## config.mk

```make
export PLATFORM = sky130hd
export DESIGN_NAME = encoderSequencer
export DESIGN_NICKNAME = d
export VERILOG_FILES = /design/src/hdl/encoderPkg.sv /design/src/hdl/frameGate.sv /design/src/hdl/stepDecode.sv /design/src/hdl/stepExecute.sv /design/src/hdl/subframeResult.sv /design/src/hdl/encoderSequencer.sv
export VERILOG_INCLUDE_DIRS = /design/src /design/src/hdl
export SDC_FILE = /design/constraint.sdc
export NUM_CORES = 1
export LEC_CHECK = 0
export BUFFER_PORTS_ARGS = -buffer_cell sky130_fd_sc_hd__buf_2
export CAP_MARGIN = 20
export CORE_MARGIN = 4
export CORE_UTILIZATION = 25
export DETAILED_ROUTE_END_ITERATION = 6
export PLACE_DENSITY = 0.52
export SLEW_MARGIN = 20
export SYNTH_ARGS = -nofsm -noshare
export SYNTH_HDL_FRONTEND = slang
export SYNTH_SLANG_ARGS = --single-unit
```

## constraint.sdc

```tcl
create_clock -name clock -period 7.3 [get_ports clock]
set_input_delay 0.73 -clock clock [delete_from_list [all_inputs] [get_ports clock]]
set_output_delay 0.73 -clock clock [all_outputs]
set_load 0.05 [all_outputs]
```

## src/hdl/encoderCfg.svh

```systemverilog
`ifndef ENCODER_CFG_SVH
`define ENCODER_CFG_SVH

////////////////////
// Frame geometry
////////////////////

`define ENC_FRAME_LEN 80 // Samples per frame
`define ENC_SUBFRAME_LEN 40 // Samples per subframe
`define ENC_FRAMES_PER_ANALYSIS 2 // Buffered frames per analysis window

////////////////////
// Sequencer sizing
////////////////////

`define ENC_UNIT_COUNT 15 // Processing units behind the math mux

// Frame chain occupies steps 0 to 18, subframe chain follows at 19
`define ENC_FRAME_STEPS 19
`define ENC_SUBFRAME_STEPS 9

`endif

```

## src/hdl/encoderPkg.sv

```systemverilog
`include "encoderCfg.svh"

package encoderPkg;

	////////////////////
	// Plain vectors
	////////////////////

	typedef logic [5:0] muxSel_t; // Step number, doubles as math mux select
	typedef logic [`ENC_UNIT_COUNT-1:0] unitMask_t; // One bit per unit
	typedef logic [15:0] sampleIndex_t; // Subframe sample offset

	// Value of each id is its bit position in unitMask_t
	typedef enum logic [3:0]
	{
		autocorr,
		lagWindow,
		levinson,
		azToLsp,
		quaLsp,
		intLpc,
		intQlpc,
		math1,
		percVar,
		weightAz,
		residu,
		synFilt,
		pitchOl,
		math2,
		math3
	} unitId_t;

	////////////////////
	// State machines
	////////////////////

	typedef enum logic [2:0]
	{
		execIdle,
		execAwaitAnalysis,
		execIssue,
		execAwaitDone,
		execLoopCheck,
		execFinish
	} execState_t;

	typedef enum logic
	{
		gateIdle,
		gateCounting
	} gateState_t;

	typedef struct packed
	{
		unitId_t unit; // Unit run by this step
		logic lastFrameStep; // End of the frame chain
		logic lastSubframeStep; // End of one subframe pass
	} stepCmd_t;

	typedef struct packed
	{
		unitMask_t unitStart; // One-hot start, one cycle wide
		muxSel_t muxSel;
	} unitIssue_t;

endpackage

```

## src/hdl/frameGate.sv

```systemverilog
`timescale 1ns/10ps
`include "encoderCfg.svh"

module frameGate
(
	input logic clock,
	input logic reset,
	input logic start,
	input logic frameDone,
	output logic analysisReady
);
	import encoderPkg::*;

	gateState_t state;
	logic [1:0] frameCount; // Frames seen in the current window
	logic windowFull;

	assign windowFull = (frameCount == 2'(`ENC_FRAMES_PER_ANALYSIS));

	// One-cycle pulse while the full count is held
	assign analysisReady = (state == gateCounting) && windowFull;

	always_ff @(posedge clock)
	begin
		if (reset)
		begin
			state <= gateIdle;
			frameCount <= '0;
		end
		else
		begin
			case (state)
				gateIdle:
				begin
					if (start)
						state <= gateCounting; // Counting begins next cycle
				end
				gateCounting:
				begin
					// A frame landing on the clear cycle opens the next window
					if (windowFull)
						frameCount <= frameDone ? 2'd1 : 2'd0;
					else if (frameDone)
						frameCount <= frameCount + 2'd1;
				end
				default:
					state <= gateIdle;
			endcase
		end
	end

endmodule

```

## src/hdl/stepDecode.sv

```systemverilog
`timescale 1ns/10ps
`include "encoderCfg.svh"

module stepDecode
(
	input encoderPkg::muxSel_t step,
	output encoderPkg::stepCmd_t cmd
);
	import encoderPkg::*;

	unitId_t unit;

	////////////////////
	// Step table
	////////////////////

	always_comb
	begin
		case (step)
			6'd0: unit = autocorr;
			6'd1: unit = lagWindow;
			6'd2: unit = levinson;
			6'd3: unit = azToLsp;
			6'd4: unit = quaLsp;
			6'd5: unit = intLpc; // Unquantized interpolation
			6'd6: unit = intQlpc; // Quantized interpolation
			6'd7: unit = math1;
			6'd8: unit = percVar;
			6'd9: unit = weightAz;
			6'd10: unit = weightAz;
			6'd11: unit = residu;
			6'd12: unit = synFilt;
			6'd13: unit = weightAz; // Second half of the frame
			6'd14: unit = weightAz;
			6'd15: unit = residu;
			6'd16: unit = synFilt;
			6'd17: unit = pitchOl;
			6'd18: unit = math2;
			6'd19: unit = weightAz; // Subframe chain starts here
			6'd20: unit = weightAz;
			6'd21: unit = math3;
			6'd22: unit = synFilt;
			6'd23: unit = synFilt;
			6'd24: unit = residu;
			6'd25: unit = synFilt;
			6'd26: unit = residu;
			6'd27: unit = synFilt;
			default: unit = autocorr;
		endcase
	end

	// Phase ends hand control to the loop check
	always_comb
	begin
		cmd.unit = unit;
		cmd.lastFrameStep = (step == muxSel_t'(`ENC_FRAME_STEPS - 1));
		cmd.lastSubframeStep =
			(step == muxSel_t'(`ENC_FRAME_STEPS + `ENC_SUBFRAME_STEPS - 1));
	end

endmodule

```

## src/hdl/stepExecute.sv

```systemverilog
`timescale 1ns/10ps
`include "encoderCfg.svh"

module stepExecute
(
	input logic clock,
	input logic reset,
	input logic start,
	input logic divErr,
	input logic analysisReady,
	input encoderPkg::unitMask_t unitDone,
	input logic moreSubframes,
	output encoderPkg::muxSel_t step,
	input encoderPkg::stepCmd_t cmd,
	output encoderPkg::unitIssue_t issue,
	output logic frameBegin,
	output logic subframeAdvance,
	output logic frameFinish
);
	import encoderPkg::*;

	execState_t state;
	unitMask_t unitBit; // One-hot of the decoded unit
	logic unitFinished;
	logic phaseEnd;

	assign unitBit = unitMask_t'(1) << cmd.unit;

	// Only the running unit's done counts
	assign unitFinished = (state == execAwaitDone) && (|(unitDone & unitBit));
	assign phaseEnd = cmd.lastFrameStep | cmd.lastSubframeStep;

	////////////////////
	// Outputs
	////////////////////

	assign issue = '{
		unitStart: (state == execIssue) ? unitBit : '0,
		muxSel: step // Step register holds until the next issue
	};

	assign frameBegin = (state == execIssue) && (step == '0);
	assign subframeAdvance = unitFinished && cmd.lastSubframeStep;
	assign frameFinish = (state == execFinish);

	////////////////////
	// Issue and wait FSM
	////////////////////

	always_ff @(posedge clock)
	begin
		if (reset)
		begin
			state <= execIdle;
			step <= '0;
		end
		else if (divErr)
			state <= execIdle; // Abort the frame
		else
		begin
			case (state)
				execIdle:
				begin
					if (start)
						state <= execAwaitAnalysis;
				end
				execAwaitAnalysis:
				begin
					if (analysisReady)
					begin
						state <= execIssue;
						step <= '0; // Autocorrelation first
					end
				end
				execIssue:
					state <= execAwaitDone;
				execAwaitDone:
				begin
					if (unitFinished)
					begin
						if (phaseEnd)
							state <= execLoopCheck;
						else
						begin
							state <= execIssue;
							step <= step + 6'd1;
						end
					end
				end
				execLoopCheck:
				begin
					// Index was advanced at the edge that entered this state
					if (moreSubframes)
					begin
						state <= execIssue;
						step <= muxSel_t'(`ENC_FRAME_STEPS);
					end
					else
						state <= execFinish;
				end
				execFinish:
					state <= execIdle;
				default:
					state <= execIdle;
			endcase
		end
	end

endmodule

```

## src/hdl/subframeResult.sv

```systemverilog
`timescale 1ns/10ps
`include "encoderCfg.svh"

module subframeResult
(
	input logic clock,
	input logic reset,
	input logic frameBegin,
	input logic subframeAdvance,
	input logic frameFinish,
	output logic moreSubframes,
	output logic encodeDone
);
	import encoderPkg::*;

	sampleIndex_t subframeIndex; // First sample of the current subframe

	// Loop runs while a full subframe is left in the frame
	assign moreSubframes = (subframeIndex < sampleIndex_t'(`ENC_FRAME_LEN));

	always_ff @(posedge clock)
	begin
		if (reset)
			subframeIndex <= '0;
		else if (frameBegin)
			subframeIndex <= '0;
		else if (subframeAdvance)
			subframeIndex <= subframeIndex + sampleIndex_t'(`ENC_SUBFRAME_LEN);
	end

	// Frame complete, one cycle after the finish state
	always_ff @(posedge clock)
	begin
		if (reset)
			encodeDone <= 1'b0;
		else
			encodeDone <= frameFinish;
	end

endmodule

```

## src/hdl/encoderSequencer.sv

```systemverilog
`timescale 1ns/10ps

module encoderSequencer
(
	input logic clock,
	input logic reset,
	input logic start,
	input logic divErr,
	input logic frameDone,
	input encoderPkg::unitMask_t unitDone,
	output encoderPkg::unitIssue_t issue,
	output logic encodeDone
);
	import encoderPkg::*;

	logic analysisReady;
	muxSel_t step;
	stepCmd_t cmd;
	logic frameBegin;
	logic subframeAdvance;
	logic frameFinish;
	logic moreSubframes;

	frameGate gate
	(
		.clock(clock),
		.reset(reset),
		.start(start),
		.frameDone(frameDone),
		.analysisReady(analysisReady)
	);

	stepDecode decode
	(
		.step(step),
		.cmd(cmd)
	);

	stepExecute execute
	(
		.clock(clock),
		.reset(reset),
		.start(start),
		.divErr(divErr),
		.analysisReady(analysisReady),
		.unitDone(unitDone),
		.moreSubframes(moreSubframes),
		.step(step),
		.cmd(cmd),
		.issue(issue),
		.frameBegin(frameBegin),
		.subframeAdvance(subframeAdvance),
		.frameFinish(frameFinish)
	);

	subframeResult result
	(
		.clock(clock),
		.reset(reset),
		.frameBegin(frameBegin),
		.subframeAdvance(subframeAdvance),
		.frameFinish(frameFinish),
		.moreSubframes(moreSubframes),
		.encodeDone(encodeDone)
	);

endmodule

```

**Word level (Yosys, flattened, before mapping)**

Memories as Yosys holds them, arrays and structs flattened. A register that Yosys moved wholly into a read port is not among the register bits.
Cells that the tools add are included.

- Register bits: 29
- Latch bits: 0
- Memory bits (writable): 0
- Memory bits (read-only): 128
- Word-level logic and storage cells: 62
- Memories kept: 1

- $add $sub $neg: 3
- $mul: 0
- Div/mod/pow operators: 0
- $lt $le $gt $ge: 1
- Equal/unequal tests: 13
- Shifts and indexed selects: 1
- Muxes and demuxes: 20
- Bitwise logic cells: 3
- Reductions and logical operators: 14

Memory list:

| memory | words | width | rd ports | clocked after Yosys merged registers in | write ports | line | RTL |
|---|---|---|---|---|---|---|---|
| (no name shown) | 32 | 4 | 1 | 1 | 0 | stepDecode.sv:19 | `case (step)` |

Operator list:

| kind | count |
|---|---|
| two-way mux 6 bit | 4 |
| case mux 6 bit (3 select lines) | 1 |
| adder 16 x 6 -> 16 bit, second input constant | 1 |
| < comparator 16 x 7 -> 1 bit, second input constant | 1 |
| bitwise AND 15 bit | 1 |
| two-way mux 15 bit | 1 |
| two-way mux 3 bit | 5 |
| case mux 3 bit (5 select lines) | 1 |
| OR reduction 15 bit | 1 |
| << shifter 1 x 4 -> 15 bit, first input constant | 1 |
| equality test 6 x 5 -> 1 bit, second input constant | 2 |
| two-way mux 5 bit | 2 |
| adder 6 x 1 -> 6 bit, second input constant | 1 |
| equality test 3 x 2 -> 1 bit, second input constant | 2 |
| equality test 3 bit, second input constant | 2 |
| zero test 6 bit | 1 |
| != test 2 bit, second input constant | 3 |
| AND reduction 6 bit | 1 |
| logical AND 1 bit | 4 |
| two-way mux 2 bit | 2 |
| two-way mux 4 bit | 1 |
| != test 2 x 1 -> 1 bit, second input constant | 2 |
| OR reduction 2 bit | 2 |
| equality test 3 x 1 -> 1 bit, second input constant | 1 |
| 10 further kinds | 12 |

**Depth between registers and ports, before layout**

Gate-level depths: netlist (run 1).

- Word-level depth: 9
- Depth in mapped cells: 15
- Depth with buffers taken out: 15

**Cells and area by module**

A second synthesis (run 1) with hierarchy kept.

- Cell total of the unflattened synthesis: 259
- Area, all modules: 2025.7 µm²

By module, submodules not included:

| module | instances | cells each | area each (µm²) |
|---|---|---|---|
| stepExecute | 1 | 135 | 979.7 |
| subframeResult | 1 | 74 | 669.4 |
| stepDecode | 1 | 36 | 256.5 |
| frameGate | 1 | 14 | 120.1 |

**Worst setup path after synthesis (run 1)**

Ideal clock, no wire load.

- Kind: flip-flop to output port
- From: register execute.state[1]
- To: output port issue[11] (netlist bit)
- Data arrival time: 2714 ps
- Required time: 6570 ps
- Slack: 3856 ps
- Stages on the path, launching flop included: 5
- Cell sequence: dfxtp_1 clkbuf_1 nor3b_1 nand2_1 nor4_1

RTL lines:

| element | line | RTL |
|---|---|---|
| start, declared | stepExecute.sv:22 | `execState_t state;` |
| start signal, assigned | stepExecute.sv:54 | `state <= execIdle;` |
| start signal, assigned | stepExecute.sv:58 | `state <= execIdle;` |
| start signal, assigned | stepExecute.sv:65 | `state <= execAwaitAnalysis;` |
| end, declared | encoderSequencer.sv:11 | `output encoderPkg::unitIssue_t issue,` |

==> reports/summary.txt, run 1 <==
GRT Total Usage = 10.1%
Critical path endpoint category = flop
Final Slew Violations = 0
Antenna fix cells = 0
Async SR Flop Fraction = 0%
Syn Inst Count = 263
Synthesized area = 2070 µm²
GP Congestion = 0.786
# fillers = 822
Unrepaired setup endpoints after global routing = no
Worst IR Drop VDD = 0.0666 mV
Fin crit share = 50.6%
Die width = 99.0 µm
Startpoint Class = flop
Root buf cell = clkbuf_8
Critical path arrival = 3.86 ns
Fraction of layout cells with a size suffix above 1 = 21.8%
Routed len/inst = 12.4 µm
Clk slew on worst S/H paths = 0.06 ns
Residual DRC = 0
Core area = 7890 µm²
Commonest non-fill, non-tap cell in the layout = nor2_1
Rows = 32
Clk buf depth = 2
Synth area leaders = dfxtp_1, nor2_1, ha_1, mux2i_1, nand2_1
Detail Placement HPWL = 3820 µm
EDFF count, synth = 0
Post-CTS setup repair buffer count = 0
Multi-input gate area = 1350 µm²
CTS Hold Buffers Added = 0
Slew headroom = 32.9%
Most used DFF post-synth = dfxtp_1
Distinct cell type count after synthesis = 56
Slowest stage cell, crit path = dfxtp_1
# resized after CTS = 0
Count of final setup violators = 0
Most frequent cells in the layout = nor2_1, buf_2, dfxtp_1
CP top delay family = compound AO/OA/AOI/OAI gates
Critical path class = reg2reg
Final Skew = 0.00420 ns
Worst hold path type = reg2reg
Critical Path Max Stage Delay = 0.59 ns
Initial antenna violation count = 0
Vias post-DR = 1941
Synth Net Count = 292
Status = completed
Post-place setup slack = 3.50 ns
CTS Buf Count = 5
Grt ovf = 0
Post-layout util = 31.0%
Final min period = 3.69 ns
Seq. cell area = 601 µm²
Vias in the first global route = 1777
Routed WL = 4970 µm
Worst path required time = 7.47 ns
Die area = 9790 µm²
Die Height = 99.0 µm
H-tree levels = 2
Crit-path most repeated cell = nor3_1
Max Cap Viol = 0
Max Fclk = 0.271 GHz
Yosys top cell by area = dfxtp_1
Syn_area_per_cell = 7.86 µm²
Drt via density = 4.85
Clk Latency, worst-skew pair = 0.28 ns
CP bufs+invs = 1
Worst Max-Slew Pin Slew = 1.00 ns
TNS Setup = 0 ns
Router iterations before antenna repair = 4
Pleak = 0.970 nW
Layout area overhead = 18.3%
Port Buffer Count = 41
Syn. warnings = 0
Crit path max fanout = 15
Boundary Pins = 42
Fin worst setup slack = 3.61 ns
Pwr Total = 0.366 mW
Largest net degree at the start of global routing = 17
Crit-path cells = mux2_1 > o2bb2ai_1 > nor4b_2 > nand2_2 > a21oi_1 > nor3_1 > a211oi_1 > inv_1 > ha_1 > nor3_1 > nor2_1 > a211o_1 > and3_1
Post-synthesis sequential area ratio = 29.0%
Post-route cell area = 2450 µm²
Initial drt markers = 92
First-pass GRT wire length = 8270 µm
Initial Util = 26.2%
Post-Place Cell Area = 2330 µm²
Routed Antenna Nets = 0
CTS tree = built
Fin nets = 327
Clk sinks = 30
#FFs+latches synth = 30
Power per cell area = 149 nW/µm²
Final hold vios = 0
Yosys top cell area share = 29.0%
## per-stage QoR
stage / hold slack [ns] / cells
finish: 0.500 / 400
CTS: 0.504 / 400
global route: 0.546 / 400
global placement: 0.466 / 393
floorplan: 0.455 / 263
detailed placement: 0.490 / 393
## final timing paths
| check | from | to | slack (ns) | depth (start not counted) |
|---|---|---|---|---|
| max | flop | flop | 3.61 | 13 |
| max reg2reg | flop | flop | 3.61 | 13 |
| min | result.subframeIndex[12] | result.subframeIndex[12] | 0.50 | 2 |
| min reg2reg | result.subframeIndex[12] | result.subframeIndex[12] | 0.50 | 2 |
## cells in the mapped netlist, types with 2 or more instances
master     n
nor2_1    43
dfxtp_1   30
nand2_1   21
a21oi_1   15
inv_1     14
o21ai_0   11
clkbuf_1   9
ha_1       9
mux2i_1    9
nand3_1    9
nor4_1     9
xor2_1     7
nor3_1     6
nand2b_1   5
a211oi_1   3
and2_1     3
and3_1     3
nor4b_1    3
or3_1      3
a22oi_1    2
a31o_2     2
buf_2      2
buf_6      2
mux2_1     2
nand2_2    2
nand4_1    2
nor2b_1    2
nor3b_1    2
o21a_1     2
o32ai_2    2
o41ai_1    2
or4bb_1    2
xnor2_1    2
## cells by family (layout without fill, tap and decap cells)
group                      count (synthesis)  count (layout)  synth area share [%]
DFF                                       30              30                  29.0
adders and majority gates                  9               9                  5.44
muxes                                     11              11                  5.44
buffers and inverters                     27              62                  5.75
xor gates and xnor gates                   9               9                  3.81
and+or+nand+nor                          125             125                  32.0
AOI/OAI and AO/OA                         52              52                  18.5
## tightest hold or removal path, stage by stage, from the launching register on
cell and delay (ns):
dfxtp_1 0.33, o21ai_0 0.07, a21oi_1 0.06
## final cells by class
class,count,share of cell area (%)
Clock buffer,6,3.37
Timing Repair Buffer,41,8.38
Multi-Input combinational cell,206,55.1
Clock inverter,1,1.23
Tap cell,102,5.21
Inverter,14,2.15
Sequential cell,30,24.5
## power breakdown
group          total [mW]  switching (mW)  leakage (nW)  internal (mW)
logic              0.0260          0.0153         0.670         0.0107
clock network       0.172          0.0629        0.0573          0.109
registers           0.168         0.00239         0.242          0.166
## per-layer routing
layer / part of all wire [%] / wire (µm) / global-route usage, % / vias up
met3: 7.0 / 349 / 2.83 / 4
met1: 48 / 2400 / 14.0 / 881
li1: - / - / - / 1007
met2: 43 / 2150 / 15.2 / 49
met5: 0 / 0 / 0 / -
met4: 1.3 / 63 / 3.26 / 0
(Power assumes the default switching activity.)
==> run 2: changes to the inputs <==
==> constraint.sdc (replaced) <==
create_clock -name clock -period 3.4 [get_ports clock]
set_input_delay 0.34 -clock clock [delete_from_list [all_inputs] [get_ports clock]]
set_output_delay 0.34 -clock clock [all_outputs]
set_load 0.05 [all_outputs]
==> reports/summary.txt, run 2 (same netlist as run 1, synthesis figures left out) <==
Status = completed
Worst path required time = 3.58 ns
Most frequent cells in the layout = nor2_1, buf_2, dfxtp_1
H-tree levels = 2
Die Height = 99.0 µm
Port Buffer Count = 41
Clk Latency, worst-skew pair = 0.28 ns
Largest net degree at the start of global routing = 16
Commonest non-fill, non-tap cell in the layout = nor2_1
First-pass GRT wire length = 8870 µm
Worst Max-Slew Pin Slew = 0.553 ns
Worst R2R Path Depth = 13
GP Congestion = 0.821
Pleak = 1.03 nW
Initial antenna violation count = 0
Router iterations before antenna repair = 4
Flop pwr share = 50.7%
Layout area overhead = 23.6%
Post-Place Cell Area = 2420 µm²
Sw frac = 26.2%
Final Slew Violations = 0
Combinational power share = 8.6%
Initial Util = 26.2%
Fraction of layout cells with a size suffix above 1 = 27.4%
# resized after CTS = 0
Core area = 7890 µm²
Die area = 9790 µm²
WHS = 0.288 ns
Flop-to-flop setup slack = 0.21 ns
Antenna fix cells = 0
Min-Delay Endpoint = gate.state
Clk slew on worst S/H paths = 0.07 ns
Max Cap Viol = 0
Count of final setup violators = 0
Startpoint Class = flop
Post-CTS setup repair buffer count = 0
Max Fclk = 0.314 GHz
Post-layout util = 32.4%
CP bufs+invs = 1
Clk buf depth = 2
Clk pwr share = 40.7%
Routed WL = 5360 µm
Fin nets = 338
Pint = 0.525 mW
CP top delay family = simple AND/OR/NAND/NOR gates
Final Skew = 0.00616 ns
Critical path arrival = 3.37 ns
Root buf cell = clkbuf_8
CTS Hold Buffers Added = 0
Critical Path Max Stage Delay = 0.53 ns
Boundary Pins = 42
Crit-path cells = or3b_2 > a211oi_2 > nor4b_4 > nand2_2 > o21bai_2 > or2_2 > a21oi_1 > inv_1 > ha_1 > nor3_1 > nor2_1 > a211o_1 > and3_1
Slowest stage cell, crit path = or3b_2
Vias post-DR = 2013
Routed Antenna Nets = 0
CTS Buf Count = 5
Critical path class = reg2reg
Residual DRC = 0
Fin crit share = 93.8%
Final hold vios = 0
Initial drt markers = 130
CTS tree = built
Net switching power = 0.187 mW
Slew headroom = 62.6%
Final min period = 3.19 ns
Clk sinks = 30
Worst hold path type = in2reg
Routed len/inst = 13.0 µm
Detail Placement HPWL = 4100 µm
Hold Crit Start = start
Vias in the first global route = 1876
Die width = 99.0 µm
Hold Crit Depth = 3
Power per cell area = 278 nW/µm²
Critical path endpoint category = flop
Rows = 32
Crit path max fanout = 12
Worst IR Drop VDD = 0.130 mV
GRT Total Usage = 10.9%
Post-route cell area = 2560 µm²
Drt via density = 4.89
Grt ovf = 0
-- run 2: worst reg2reg max path: cells and delay by family, from the launching register on --
| kind | cells | cell delay [ns] |
|---|---|---|
| compound gates | 4 | 0.88 |
| fa+ha+maj | 1 | 0.20 |
| buf+inv | 1 | 0.11 |
| flops | 1 | 0.44 |
| simple gates | 7 | 1.44 |
-- run 2: layout make-up --
class	count	area [µm²]
fillers	831	5330
multi-input cells	206	1390
flip-flops and latches	30	604
repair buffers	52	288
well taps	102	128
clock buffers	5	68.8
inverters	14	52.6
clock inverters	3	21.3
-- run 2: per-stage QoR --
step | power, mW | setup WS (ns) | TNS (ns) | instances
after global placement | 0.428 | 0.234 | 0 | 404
after global routing | 0.750 | -0.0177 | -0.0177 | 412
after detailed placement | 0.428 | 0.175 | 0 | 404
after floorplan | 0.404 | 0.0349 | 0 | 263
after CTS | 0.728 | 0.146 | 0 | 412
final | 0.712 | 0.211 | 0 | 412
-- run 2: per-layer routing --
layer  wire length, µm  share of wire, %  vias up  global-route usage, %
met1              2540                47      927                   14.5
li1                  -                 -     1035                      -
met3               343               6.4        4                   3.33
met5                 0                 0        -                      0
met4                61               1.1        0                   3.15
met2              2420                45       47                   17.0
-- run 2: worst max-delay path by stage --
| stage | start | to | slack (ns) | cells past startpoint |
|---|---|---|---|---|
| 5_1_grt | flop | flop | -0.02 | 13 |
| 3_5_place_dp | flop | flop | 0.17 | 14 |
| 3_3_place_gp | flop | flop | 0.23 | 13 |
| 4_1_cts | flop | flop | 0.15 | 14 |
| 6_report | flop | flop | 0.21 | 13 |
| 2_1_floorplan | execute.step[0] | flop | 0.03 | 15 |
-- run 2: power groups by stage --
stage / clock network (mW) / logic (mW) / registers [mW]
after floorplan: 0 / 0.0362 / 0.368
after global placement: 0 / 0.0590 / 0.369
after detailed placement: 0 / 0.0590 / 0.369
after CTS: 0.308 / 0.0594 / 0.360
after global routing: 0.321 / 0.0678 / 0.361
final: 0.290 / 0.0611 / 0.361
==> run 3: changes to the inputs <==
--- a/config.mk
+++ b/config.mk
@@ -6,12 +6,13 @@
 export SDC_FILE = /design/constraint.sdc
 export NUM_CORES = 1
 export LEC_CHECK = 0
+export ABC_AREA = 1
 export BUFFER_PORTS_ARGS = -buffer_cell sky130_fd_sc_hd__buf_2
 export CAP_MARGIN = 20
 export CORE_MARGIN = 4
 export CORE_UTILIZATION = 25
 export DETAILED_ROUTE_END_ITERATION = 6
-export PLACE_DENSITY = 0.52
+export PLACE_DENSITY = 0.51
 export SLEW_MARGIN = 20
 export SYNTH_ARGS = -nofsm -noshare
 export SYNTH_HDL_FRONTEND = slang
==> reports/summary.txt, run 3 <==
Crit path max fanout = 13
GRT Total Usage = 11.7%
Synthesized area = 2220 µm²
Grt ovf = 0
Routed len/inst = 11.8 µm
Most frequent cells in the layout = nand2_1, inv_1, buf_2
Hold Crit Start = divErr
Routed WL = 5860 µm
Fin crit share = 83.4%
Residual DRC = 0
Worst path required time = 3.59 ns
Count of final setup violators = 0
Vias post-DR = 2348
Antenna fix cells = 0
Yosys top cell area share = 27.0%
Post-synthesis sequential area ratio = 27.0%
Max Cap Viol = 0
Clk buf depth = 2
Final min period = 2.84 ns
Post-CTS setup repair buffer count = 0
CTS tree = built
Initial Util = 25.6%
Hold Crit Depth = 4
Worst R2R Path Depth = 21
Routed length on met1 = 2690 µm
Final Skew = 0.00378 ns
Routed Antenna Nets = 0
Root buf cell = clkbuf_8
Synth Net Count = 375
Detail Placement HPWL = 4660 µm
Initial antenna violation count = 0
Max Fclk = 0.353 GHz
WHS = 0.335 ns
Router iterations before antenna repair = 4
EDFF count, synth = 0
Flop-to-flop setup slack = 0.56 ns
Synth top cells by count = nand2_1, inv_1, nor2_1
Critical path endpoint category = flop
Fin worst setup slack = 0.564 ns
Die Height = 102 µm
Fraction of layout cells with a size suffix above 1 = 20.8%
Syn Inst Count = 346
Distinct cell type count after synthesis = 36
First-pass GRT wire length = 9890 µm
Most used DFF post-synth = dfxtp_1
Syn_area_per_cell = 6.43 µm²
Worst Max-Slew Pin Slew = 0.597 ns
Port Buffer Count = 41
Min-Delay Endpoint = execute.state[1]
Status = completed
Core area = 8680 µm²
Syn. warnings = 0
Clk Latency, worst-skew pair = 0.28 ns
H-tree levels = 2
Unrepaired setup endpoints after global routing = no
Critical path class = reg2reg
Power per cell area = 338 nW/µm²
Fin nets = 418
Drt via density = 4.71
GP Congestion = 0.822
Highest metal used = met4
Post-layout util = 30.3%
Worst hold path type = in2reg
#FFs+latches synth = 30
Die width = 102 µm
Final hold vios = 0
Die area = 10500 µm²
Worst IR Drop VDD = 0.118 mV
Clk slew on worst S/H paths = 0.07 ns
Critical path arrival = 3.02 ns
Synth area leaders = dfxtp_1, nand2_1, nand3_1, inv_1, nor2_1
Rows = 34
CTS Buf Count = 5
# resized after CTS = 0
CTS Hold Buffers Added = 0
Boundary Pins = 42
Met2 Routed Length = 2660 µm
Met3 Wirelength = 449 µm
Final Slew Violations = 0
Vias in the first global route = 2069
Async SR Flop Fraction = 0%
Initial drt markers = 135
Most numerous cell in the Yosys netlist = nand2_1
Commonest non-fill, non-tap cell in the layout = nand2_1
Slew headroom = 60.1%
Largest net degree at the start of global routing = 16
Clk sinks = 30
Yosys top cell by area = dfxtp_1
Layout area overhead = 18.3%
Startpoint Class = flop
TNS Setup = 0 ns
Pleak = 1.18 nW
Post-place setup slack = 0.628 ns
-- run 3: cell types whose count changed in the layout (fill, tap and decap cells not counted), sizes merged, moves of 6 or more --
cell and change:
nand2 +45, nor3 +11, buf -11, nor4 -6, mux2i -9, nand4 +19
nand3 +32, o21ai +6, inv +41
-- run 3: final cells by class --
class | count | area (µm²)
fill | 977 | 6050
multi-input combinational | 253 | 1380
sequential | 30 | 601
inverter | 58 | 218
timing repair buffer | 41 | 205
tap | 108 | 135
clock buffer | 7 | 86.3
clock inverter | 1 | 5.00
-- run 3: power by group --
part	internal (mW)	leakage, nW	switching [mW]
clock	0.163	0.0482	0.138
sequential	0.366	0.244	0.0210
combinational	0.0599	0.886	0.142
total	0.589	1.18	0.301
-- run 3: how the worst max path moves through the flow --
stage | startpoint | to | slack (ns) | depth (start not counted)
finish | flop | flop | 0.56 | 21
global route | flop | flop | 0.24 | 21
CTS | flop | flop | 0.61 | 21
detailed placement | flop | flop | 0.63 | 21
global placement | flop | flop | 0.72 | 21
floorplan | execute.step[5] | issue[9] | 0.53 | 3
-- run 3: logic make-up (layout without fill, tap and decap cells) --
| kind of cell | Yosys count | count (layout) | synth area share [%] |
|---|---|---|---|
| buffers and inverters | 63 | 107 | 10.9 |
| and+or+nand+nor | 204 | 204 | 46.8 |
| AOI/OAI and AO/OA | 38 | 38 | 9.45 |
| adders and majority gates | 9 | 9 | 5.06 |
| xor gates and xnor gates | 2 | 2 | 0.788 |
| DFF | 30 | 30 | 27.0 |
-- run 3: worst max-delay path: stages (launching register included) --
cell and delay, ns:
dfxtp_1 0.58, inv_2 0.16, nor2_2 0.18, nand2_1 0.12, nor2_1 0.10, nand2_1 0.05
nand2_1 0.07, inv_2 0.03, nand2_1 0.06, nor2_2 0.06, nand3_4 0.13, nand3_4 0.14
nand2_1 0.09, nand2_1 0.10, nor2_2 0.21, ha_1 0.27, inv_1 0.07, nand3_1 0.08
nand3_1 0.11, nand2_1 0.05, nand2_1 0.06, inv_1 0.03
-- run 3: through the flow --
step                      cells  power, mW  cell area (µm²)
after floorplan             346      0.544             2220
after global placement      490      0.596             2540
after detailed placement    490      0.595             2540
after CTS                   498      0.901             2630
after global routing        498      0.943             2630
final                       498      0.890             2630
-- run 3: metal layers --
layer | track usage (%) | up-vias
met5 | 0 | -
met4 | 4.24 | 0
met3 | 2.18 | 5
met2 | 20.0 | 85
met1 | 14.6 | 1020
li1 | - | 1238
